### config.mk
export PLATFORM = sky130hd
export DESIGN_NAME = dvb_soft_demapper
export DESIGN_NICKNAME = d
export VERILOG_FILES = /design/src/hdl/dvb_frame_pkg.sv /design/src/hdl/dvb_llr_pkg.sv /design/src/hdl/demap_mode_decode.sv /design/src/hdl/demap_metric_calc.sv /design/src/hdl/demap_llr_sat.sv /design/src/hdl/dvb_soft_demapper.sv
export VERILOG_INCLUDE_DIRS = /design/src /design/src/hdl
export SDC_FILE = /design/constraint.sdc
export NUM_CORES = 1
export LEC_CHECK = 0
export BUFFER_PORTS_ARGS = -buffer_cell sky130_fd_sc_hd__buf_2
export CORE_MARGIN = 2
export CORE_UTILIZATION = 45
export DETAILED_ROUTE_END_ITERATION = 12
export GPL_ROUTABILITY_DRIVEN = 0
export PLACE_DENSITY = 0.65
export RECOVER_POWER = 25
export SYNTH_ARGS = -nofsm -noshare
export SYNTH_HDL_FRONTEND = slang
export SYNTH_SLANG_ARGS = --single-unit
### constraint.sdc
create_clock -name iclk -period 6.68 [get_ports iclk]
set_input_delay 1.002 -clock iclk [delete_from_list [all_inputs] [get_ports iclk]]
set_output_delay 1.002 -clock iclk [all_outputs]
set_load 0.01 [all_outputs]
### src/hdl/demap_macros.svh
// Width macros for demapper input samples, raw soft metrics and output LLRs
`ifndef DEMAP_MACROS_SVH
`define DEMAP_MACROS_SVH

// Input sample width, per re/im component
`define DEMAP_IDAT_W 8

// Raw metric width
// One guard bit so re+im and im-re never wrap
`define DEMAP_MET_W (`DEMAP_IDAT_W + 1)

// Output soft value width after symmetric clipping
`define DEMAP_LLR_W 6

// Worked ranges at the default widths
//   input      -128 .. +127
//   raw metric -256 .. +255
//   LLR         -31 ..  +31 (symmetric, -32 never produced)

`endif // DEMAP_MACROS_SVH

### src/hdl/dvb_frame_pkg.sv
// Frame level types: modulation code and pi/2 symbol phase
`default_nettype none

`include "demap_macros.svh"

package dvb_frame_pkg;

  // Modulation code, latched once per frame on sop
  typedef enum logic {
    MOD_PI2_BPSK = 1'b0, // one LLR per symbol
    MOD_QPSK     = 1'b1  // two LLRs per symbol
  } mod_t;

  // Parity of a symbol inside the frame
  // pi/2 BPSK rotates by 90 degrees on every odd symbol
  typedef enum logic {
    PHASE_EVEN = 1'b0, // first symbol after sop
    PHASE_ODD  = 1'b1
  } sym_phase_t;

endpackage : dvb_frame_pkg

`default_nettype wire

### src/hdl/dvb_llr_pkg.sv
// Soft value types: input sample, raw metric, saturated LLR and clip limit
`default_nettype none

`include "demap_macros.svh"

package dvb_llr_pkg;

  // Signed input component, re or im
  typedef logic signed [`DEMAP_IDAT_W-1:0] sample_t;

  // Raw metric before clipping, one bit wider than the sample
  typedef logic signed [`DEMAP_MET_W-1:0] metric_t;

  // Clipped soft value handed to the decoder
  typedef logic signed [`DEMAP_LLR_W-1:0] llr_t;

  // Largest LLR magnitude
  // Negative side stops at -LLR_MAX, so the range is symmetric
  localparam int LLR_MAX = 2**(`DEMAP_LLR_W-1) - 1;

endpackage : dvb_llr_pkg

`default_nettype wire

### src/hdl/demap_mode_decode.sv
// Decode stage: per-frame modulation latch and pi/2 symbol parity tracking
`timescale 1ns/10ps
`default_nettype none

module demap_mode_decode (
  input  logic                     iclk,
  input  logic                     rst,
  input  logic                     iclkena,
  input  logic                     isop,
  input  logic                     ival,
  input  logic                     ieop,
  input  dvb_frame_pkg::mod_t      imod,
  input  dvb_llr_pkg::sample_t     idat_re,
  input  dvb_llr_pkg::sample_t     idat_im,
  output logic                     d_sop,
  output logic                     d_val,
  output logic                     d_eop,
  output dvb_frame_pkg::mod_t      d_mod,
  output dvb_frame_pkg::sym_phase_t d_phase,
  output dvb_llr_pkg::sample_t     d_re,
  output dvb_llr_pkg::sample_t     d_im
);

  import dvb_frame_pkg::*;

  mod_t       frame_mod; // modulation of the current frame
  sym_phase_t phase_ff;  // parity of the last accepted symbol
  logic       sop_seen;  // any sop since reset
  logic       accept;
  mod_t       cur_mod;
  sym_phase_t cur_phase;

  assign accept  = iclkena & ival; // gaps in ival or a stall don't count
  assign cur_mod = isop ? imod : frame_mod; // sop symbol already uses new mode

  // Even on sop, else flip the stored parity
  assign cur_phase = isop ? PHASE_EVEN :
                     ((phase_ff == PHASE_EVEN) ? PHASE_ODD : PHASE_EVEN);

  always_ff @(posedge iclk) begin
    if (rst) begin
      d_val     <= 1'b0;
      d_sop     <= 1'b0;
      d_eop     <= 1'b0;
      frame_mod <= MOD_PI2_BPSK;
      phase_ff  <= PHASE_ODD; // next symbol counts as even
      sop_seen  <= 1'b0;
    end else if (iclkena) begin // low enable freezes the stage
      d_val <= ival;
      d_sop <= isop & ival;
      d_eop <= ieop & ival;
      if (ival) begin
        phase_ff <= cur_phase;
        if (isop) begin
          frame_mod <= imod; // held until the next sop
          sop_seen  <= 1'b1;
        end
      end
    end
  end

  // Symbol payload, no reset
  always_ff @(posedge iclk) begin
    if (accept) begin
      d_mod   <= cur_mod;
      d_phase <= cur_phase;
      d_re    <= idat_re;
      d_im    <= idat_im;
    end
  end

  // Parity and mode are undefined until a frame has started
  a_sop_first : assert property (@(posedge iclk) disable iff (rst)
    accept |-> (isop || sop_seen))
    else $error("symbol accepted before the first sop after reset");

endmodule : demap_mode_decode

`default_nettype wire

### src/hdl/demap_metric_calc.sv
// Metric stage: raw soft metrics for pi/2 BPSK and QPSK symbols
`timescale 1ns/10ps
`default_nettype none

module demap_metric_calc (
  input  logic                      iclk,
  input  logic                      rst,
  input  logic                      iclkena,
  input  logic                      d_sop,
  input  logic                      d_val,
  input  logic                      d_eop,
  input  dvb_frame_pkg::mod_t       d_mod,
  input  dvb_frame_pkg::sym_phase_t d_phase,
  input  dvb_llr_pkg::sample_t      d_re,
  input  dvb_llr_pkg::sample_t      d_im,
  output logic                      m_sop,
  output logic                      m_val,
  output logic                      m_eop,
  output dvb_frame_pkg::mod_t       m_mod,
  output dvb_llr_pkg::metric_t      m_met0,
  output dvb_llr_pkg::metric_t      m_met1
);

  import dvb_frame_pkg::*;
  import dvb_llr_pkg::*;

  metric_t re_x; // sign-extended components
  metric_t im_x;
  metric_t bpsk_met;
  metric_t met0;
  metric_t met1;

  assign re_x = metric_t'(d_re);
  assign im_x = metric_t'(d_im);

  // pi/2 rotation undone by parity
  // Guard bit keeps -256..+255 exact, clipping happens later
  assign bpsk_met = (d_phase == PHASE_EVEN) ? (re_x + im_x) : (im_x - re_x);

  always_comb begin
    if (d_mod == MOD_QPSK) begin
      met0 = re_x; // bit 0 from I
      met1 = im_x; // bit 1 from Q
    end else begin
      met0 = bpsk_met;
      met1 = '0; // unused lane
    end
  end

  always_ff @(posedge iclk) begin
    if (rst) begin
      m_val <= 1'b0;
      m_sop <= 1'b0;
      m_eop <= 1'b0;
    end else if (iclkena) begin
      m_val <= d_val;
      m_sop <= d_sop;
      m_eop <= d_eop;
    end
  end

  // Metrics only move with a valid item
  always_ff @(posedge iclk) begin
    if (iclkena && d_val) begin
      m_mod  <= d_mod;
      m_met0 <= met0;
      m_met1 <= met1;
    end
  end

endmodule : demap_metric_calc

`default_nettype wire

### src/hdl/demap_llr_sat.sv
// Result stage with symmetric LLR clipping and valid lane count
`timescale 1ns/10ps
`default_nettype none

module demap_llr_sat (
  input  logic                 iclk,
  input  logic                 rst,
  input  logic                 iclkena,
  input  logic                 m_sop,
  input  logic                 m_val,
  input  logic                 m_eop,
  input  dvb_frame_pkg::mod_t  m_mod,
  input  dvb_llr_pkg::metric_t m_met0,
  input  dvb_llr_pkg::metric_t m_met1,
  output logic                 osop,
  output logic                 oval,
  output logic                 oeop,
  output logic [1:0]           onum,
  output dvb_llr_pkg::llr_t    ollr0,
  output dvb_llr_pkg::llr_t    ollr1
);

  import dvb_frame_pkg::*;
  import dvb_llr_pkg::*;

  logic [1:0] lanes;
  llr_t       llr0;
  llr_t       llr1;
  logic [1:0] num_prev; // lane count of the previous output

  // Clip to +-LLR_MAX so -LLR_MAX-1 never leaves the stage
  function automatic llr_t sat_llr(input metric_t met);
    if (met > metric_t'(LLR_MAX))
      return llr_t'(LLR_MAX);
    else if (met < metric_t'(-LLR_MAX))
      return llr_t'(-LLR_MAX);
    else
      return llr_t'(met); // In range so the upper bits are only sign
  endfunction

  assign lanes = (m_mod == MOD_QPSK) ? 2'd2 : 2'd1;
  assign llr0  = sat_llr(m_met0);
  assign llr1  = (m_mod == MOD_QPSK) ? sat_llr(m_met1) : '0; // BPSK lane 1 idle

  always_ff @(posedge iclk) begin
    if (rst) begin
      oval <= 1'b0;
      osop <= 1'b0;
      oeop <= 1'b0;
      onum <= 2'd0;
    end else if (iclkena) begin
      oval <= m_val;
      osop <= m_sop;
      oeop <= m_eop;
      onum <= m_val ? lanes : 2'd0; // zero between items
    end
  end

  always_ff @(posedge iclk) begin
    if (iclkena && m_val) begin
      ollr0 <= llr0;
      ollr1 <= llr1;
    end
  end

  // Remembered when the next enabled edge moves past an output
  always_ff @(posedge iclk) begin
    if (iclkena && oval)
      num_prev <= onum;
  end

  // 1 or 2 lanes, fixed from sop to eop by the mode latched in decode
  a_onum_range : assert property (@(posedge iclk) disable iff (rst)
    oval |-> (onum == 2'd1 || onum == 2'd2) && (osop || onum == num_prev))
    else $error("oval with lane count %0d after an output with %0d", onum, num_prev);

endmodule : demap_llr_sat

`default_nettype wire

### src/hdl/dvb_soft_demapper.sv
// Top level soft demapper: decode, metric and saturation stages in a row
`timescale 1ns/10ps
`default_nettype none

module dvb_soft_demapper (
  input  logic                 iclk,
  input  logic                 rst,
  input  logic                 iclkena,
  input  logic                 isop,
  input  logic                 ival,
  input  logic                 ieop,
  input  dvb_frame_pkg::mod_t  imod,
  input  dvb_llr_pkg::sample_t idat_re,
  input  dvb_llr_pkg::sample_t idat_im,
  output logic                 osop,
  output logic                 oval,
  output logic                 oeop,
  output logic [1:0]           onum,
  output dvb_llr_pkg::llr_t    ollr0,
  output dvb_llr_pkg::llr_t    ollr1
);

  import dvb_frame_pkg::*;
  import dvb_llr_pkg::*;

  // Decode to metric
  logic       d_sop;
  logic       d_val;
  logic       d_eop;
  mod_t       d_mod;
  sym_phase_t d_phase;
  sample_t    d_re;
  sample_t    d_im;

  // Metric to saturation
  logic       m_sop;
  logic       m_val;
  logic       m_eop;
  mod_t       m_mod;
  metric_t    m_met0;
  metric_t    m_met1;

  demap_mode_decode u_decode (
    .iclk    (iclk),    .rst   (rst),   .iclkena (iclkena),
    .isop    (isop),    .ival  (ival),  .ieop    (ieop),
    .imod    (imod),    .idat_re (idat_re), .idat_im (idat_im),
    .d_sop   (d_sop),   .d_val (d_val), .d_eop   (d_eop),
    .d_mod   (d_mod),   .d_phase (d_phase),
    .d_re    (d_re),    .d_im  (d_im)
  );

  demap_metric_calc u_metric (
    .iclk    (iclk),    .rst   (rst),   .iclkena (iclkena),
    .d_sop   (d_sop),   .d_val (d_val), .d_eop   (d_eop),
    .d_mod   (d_mod),   .d_phase (d_phase),
    .d_re    (d_re),    .d_im  (d_im),
    .m_sop   (m_sop),   .m_val (m_val), .m_eop   (m_eop),
    .m_mod   (m_mod),   .m_met0 (m_met0), .m_met1 (m_met1)
  );

  demap_llr_sat u_sat (
    .iclk    (iclk),    .rst   (rst),   .iclkena (iclkena),
    .m_sop   (m_sop),   .m_val (m_val), .m_eop   (m_eop),
    .m_mod   (m_mod),   .m_met0 (m_met0), .m_met1 (m_met1),
    .osop    (osop),    .oval  (oval),  .oeop    (oeop),
    .onum    (onum),    .ollr0 (ollr0), .ollr1   (ollr1)
  );

endmodule : dvb_soft_demapper

`default_nettype wire

==> results by group <==
Cells and area
  • Non-Filler Instances: 345
  • Final nets: 298
  • Layout area overhead: 17.1%
  • Antenna cells: 0
  • Fillers: 505
  • Most frequent cells in the layout: edfxtp_1 (48), buf_2 (37), nor2_1 (32)
  • Layout cells sized above 1: 20.4%
  • Commonest non-fill, non-tap cell in the layout: edfxtp_1

Pwr
  • Power Dens Cells: 267 nW/um^2
  • Lkg Pwr: roughly 0.0012 uW
  • IR drop worst, VDD: around 0.00014 V

Routing
  • DR vias: 1702
  • Met2 wire len: 2010 um
  • First-pass DRT Iterations: 4
  • Residual DRC: 0
  • Met3 wire length: 190 um
  • Initial drt markers: 83
  • Routed len/inst: 12.4 um
  • DRT antenna net count: 0
  • DRT Wirelength: 4270 um
  • Vias per inst: 4.93
  • Max layer used: met4
  • Met1 WL: ~2000 um

Worst setup path
  • CP dominant cell by count: ha_1
  • Slowest cell on crit path: edfxtp_1
  • CP Data Arrival Time: about 2.8 ns
  • Maximum fanout along the worst path: 4
  • FF-to-FF setup slack: between 3 and 4 ns
  • CP startpoint kind: register
  • Setup CP Type: reg -> reg
  • CP endpoint kind: register
  • CP max stage delay: approximately 0.4 ns
  • CP cell instances: inv_1, ha_1, mux2i_1, ha_1, nor2b_1, o31a_1, o2111a_1, or3_1, a31o_1
  • Critical Path RT: 6.77 ns

Synth
  • EDFF count, synth: 48
  • Syn_nets: 254
  • Syn_area_per_cell: 12.2 um^2
  • Post-synth ARST share: 0%
  • Post-Synthesis Cells: approximately 220
  • Yosys warnings: 0
  • Cell variety after synth: 38
  • Seq/Total Area, Yosys: between 60% and 70%
  • Top FF cell, synth: edfxtp_1
  • Mapped cell area: 2700 um^2
  • Register bit total from synthesis: slightly above 60

STA
  • Period Utilization, post-route: 41.2%
  • Final setup viols: 0
  • Slew Limit Fails: 0
  • Clock skew: 0.00626 ns
  • Hold Vio Cnt, Final: 0
  • Slew HR: 49.3%
  • Least-Margin Pin Slew: 0.760 ns
  • Final Critical Period: about 2.8 ns
  • Final TNS setup: 0 ns
  • RSZ-0062 raised after global routing: false
  • Max Freq: 0.363 GHz

Clocking
  • Clk_lat worst skew: between 0.3 and 0.4 ns
  • Clock Path Buffers: 2
  • Htree depth: 3
  • # clock sinks: 61
  • Root Buffer: clkbuf_8
  • Clk pin slew, worst setup/hold paths: 0.07 ns
  • CTS buffer count: 9
  • Hold_buf cts: 0
  • CTS tree: done
  • Post-cts repair resize count: 0
  • # Post-CTS Setup Buffers: 0

Die
  • Starting density of the core: between 40% and 50%
  • Die Wd: 81.4 um
  • # IOs: 40
  • Chip height: 81.4 um
  • # rows: 28
  • Placeable Area: 5850 um^2
  • Die area: 6630 um^2

Placement
  • Placed Cells incl. Taps: between 300 and 400
  • DP HPWL: 3120 um
  • Port buffer count: 39

Global routing
  • First-pass GRT wire length: 6980 um
  • Total Routing Usage GR: 14.8%
  • Vias in the first global route: 1529
  • Antenna violations before repair: 0
  • GR Overflow Total: 0
  • Pin count of the biggest net entering global routing: 23

Job
  • Max_cap viols: 0

Run status
  • Status: complete, no violations

Min path
  • Worst min path class: reg -> reg
-- metal layers --
layer / up-vias / track usage, %
met1: 772 / 19.2
li1: 884 / -
met3: 4 / 5.60
met5: - / 0
met2: 42 / 21.2
met4: 0 / 8.64
-- state kept, by name, summed over array words and instances, names as in the netlist --
name and flops:
u_decode.d_im 8, u_metric.m_sop 1, u_decode.d_re 8, u_metric.m_met0 9
u_decode.d_val 1, u_sat.oval 1, u_decode.phase_ff 1, u_decode.d_eop 1
u_metric.m_met1 8, u_sat.oeop 1, u_decode.d_mod 1, u_metric.m_val 1
u_decode.d_phase 1, u_metric.m_eop 1, u_decode.d_sop 1, u_sat.onum 2
u_metric.m_mod 1, u_sat.ollr1 6, u_sat.osop 1, u_decode.frame_mod 1
u_sat.ollr0 6
-- power by group --
group / internal (uW) / switching [uW] / leakage, uW
clock network: 176 / 135 / 0.000102
registers: 427 / 11.9 / 0.000550
logic: 43.9 / 48.3 / 0.000575
total: 648 / 196 / 0.00123
-- cell usage after synthesis, types with 6 or more instances --
library cell   n  area, um^2
and2_1        10        62.6
mux2i_1        6        60.1
o21a_1         7        52.6
dfxtp_1       13         260
xnor2_1       10        87.6
nand2_1       14        52.6
inv_1         10        37.5
ha_1           9         113
nor2_1        32         120
a21oi_1       11        55.1
nor3_1         6        30.0
edfxtp_1      48        1440
o21ai_0        7        35.0
-- final cells by class --
| cell class | count | area [um^2] | share of cell area [%] |
|---|---|---|---|
| sequential | 61 | 1700 | 53.9 |
| tap | 75 | 93.8 | 2.97 |
| clock buffer | 13 | 180 | 5.70 |
| inverter | 10 | 37.5 | 1.19 |
| timing repair buffer | 39 | 193 | 6.10 |
| multi-input combinational | 144 | 936 | 29.6 |
| clock inverter | 3 | 17.5 | 0.554 |
-- metrics by stage --
| stage | hold slack [ns] | total power, uW | utilization, % | cell area, um^2 | setup slack, ns |
|---|---|---|---|---|---|
| 4_1_cts | 0.470 | 854 | 54.0 | 3160 | 3.92 |
| 6_report | 0.464 | 843 | 54.0 | 3160 | 3.93 |
| 2_1_floorplan | 0.424 | 514 | - | 2700 | 4.10 |
| 3_5_place_dp | 0.461 | 539 | 50.7 | 2960 | 3.93 |
| 5_1_grt | 0.491 | 885 | 54.0 | 3160 | 3.79 |
| 3_3_place_gp | 0.452 | 538 | 50.7 | 2960 | 4.00 |
-- kinds of logic (layout without fill, tap and decap cells) --
group	after synthesis	after routing	share of synthesized area (%)
compound gates	42	42	10.3
xor+xnor	12	12	3.90
fa+ha+maj	10	10	4.92
buf+inv	16	65	2.23
flops	61	61	63.1
mux	9	9	3.48
simple gates	71	71	12.1
-- critical path: cells and delay by family (launching register included) --
| family | cells | cell delay, ns |
|---|---|---|
| adder cells (fa/ha/maj) | 2 | 0.58 |
| AND/OR/NAND/NOR | 2 | 0.48 |
| buffers and inverters | 1 | 0.07 |
| flip-flops | 1 | 0.40 |
| AO/OA/AOI/OAI | 3 | 0.73 |
| multiplexers | 1 | 0.24 |
-- worst paths after layout --
check,startpoint,endpoint,depth (start not counted)
setup / recovery,u_decode.d_re[0],u_metric.m_met0[7],9
hold / removal,u_sat.onum[1],u_sat.onum[1],2
setup reg to reg,u_decode.d_re[0],u_metric.m_met0[7],9
hold reg to reg,u_sat.onum[1],u_sat.onum[1],2
Note: power is estimated with default switching activity, not from simulation.
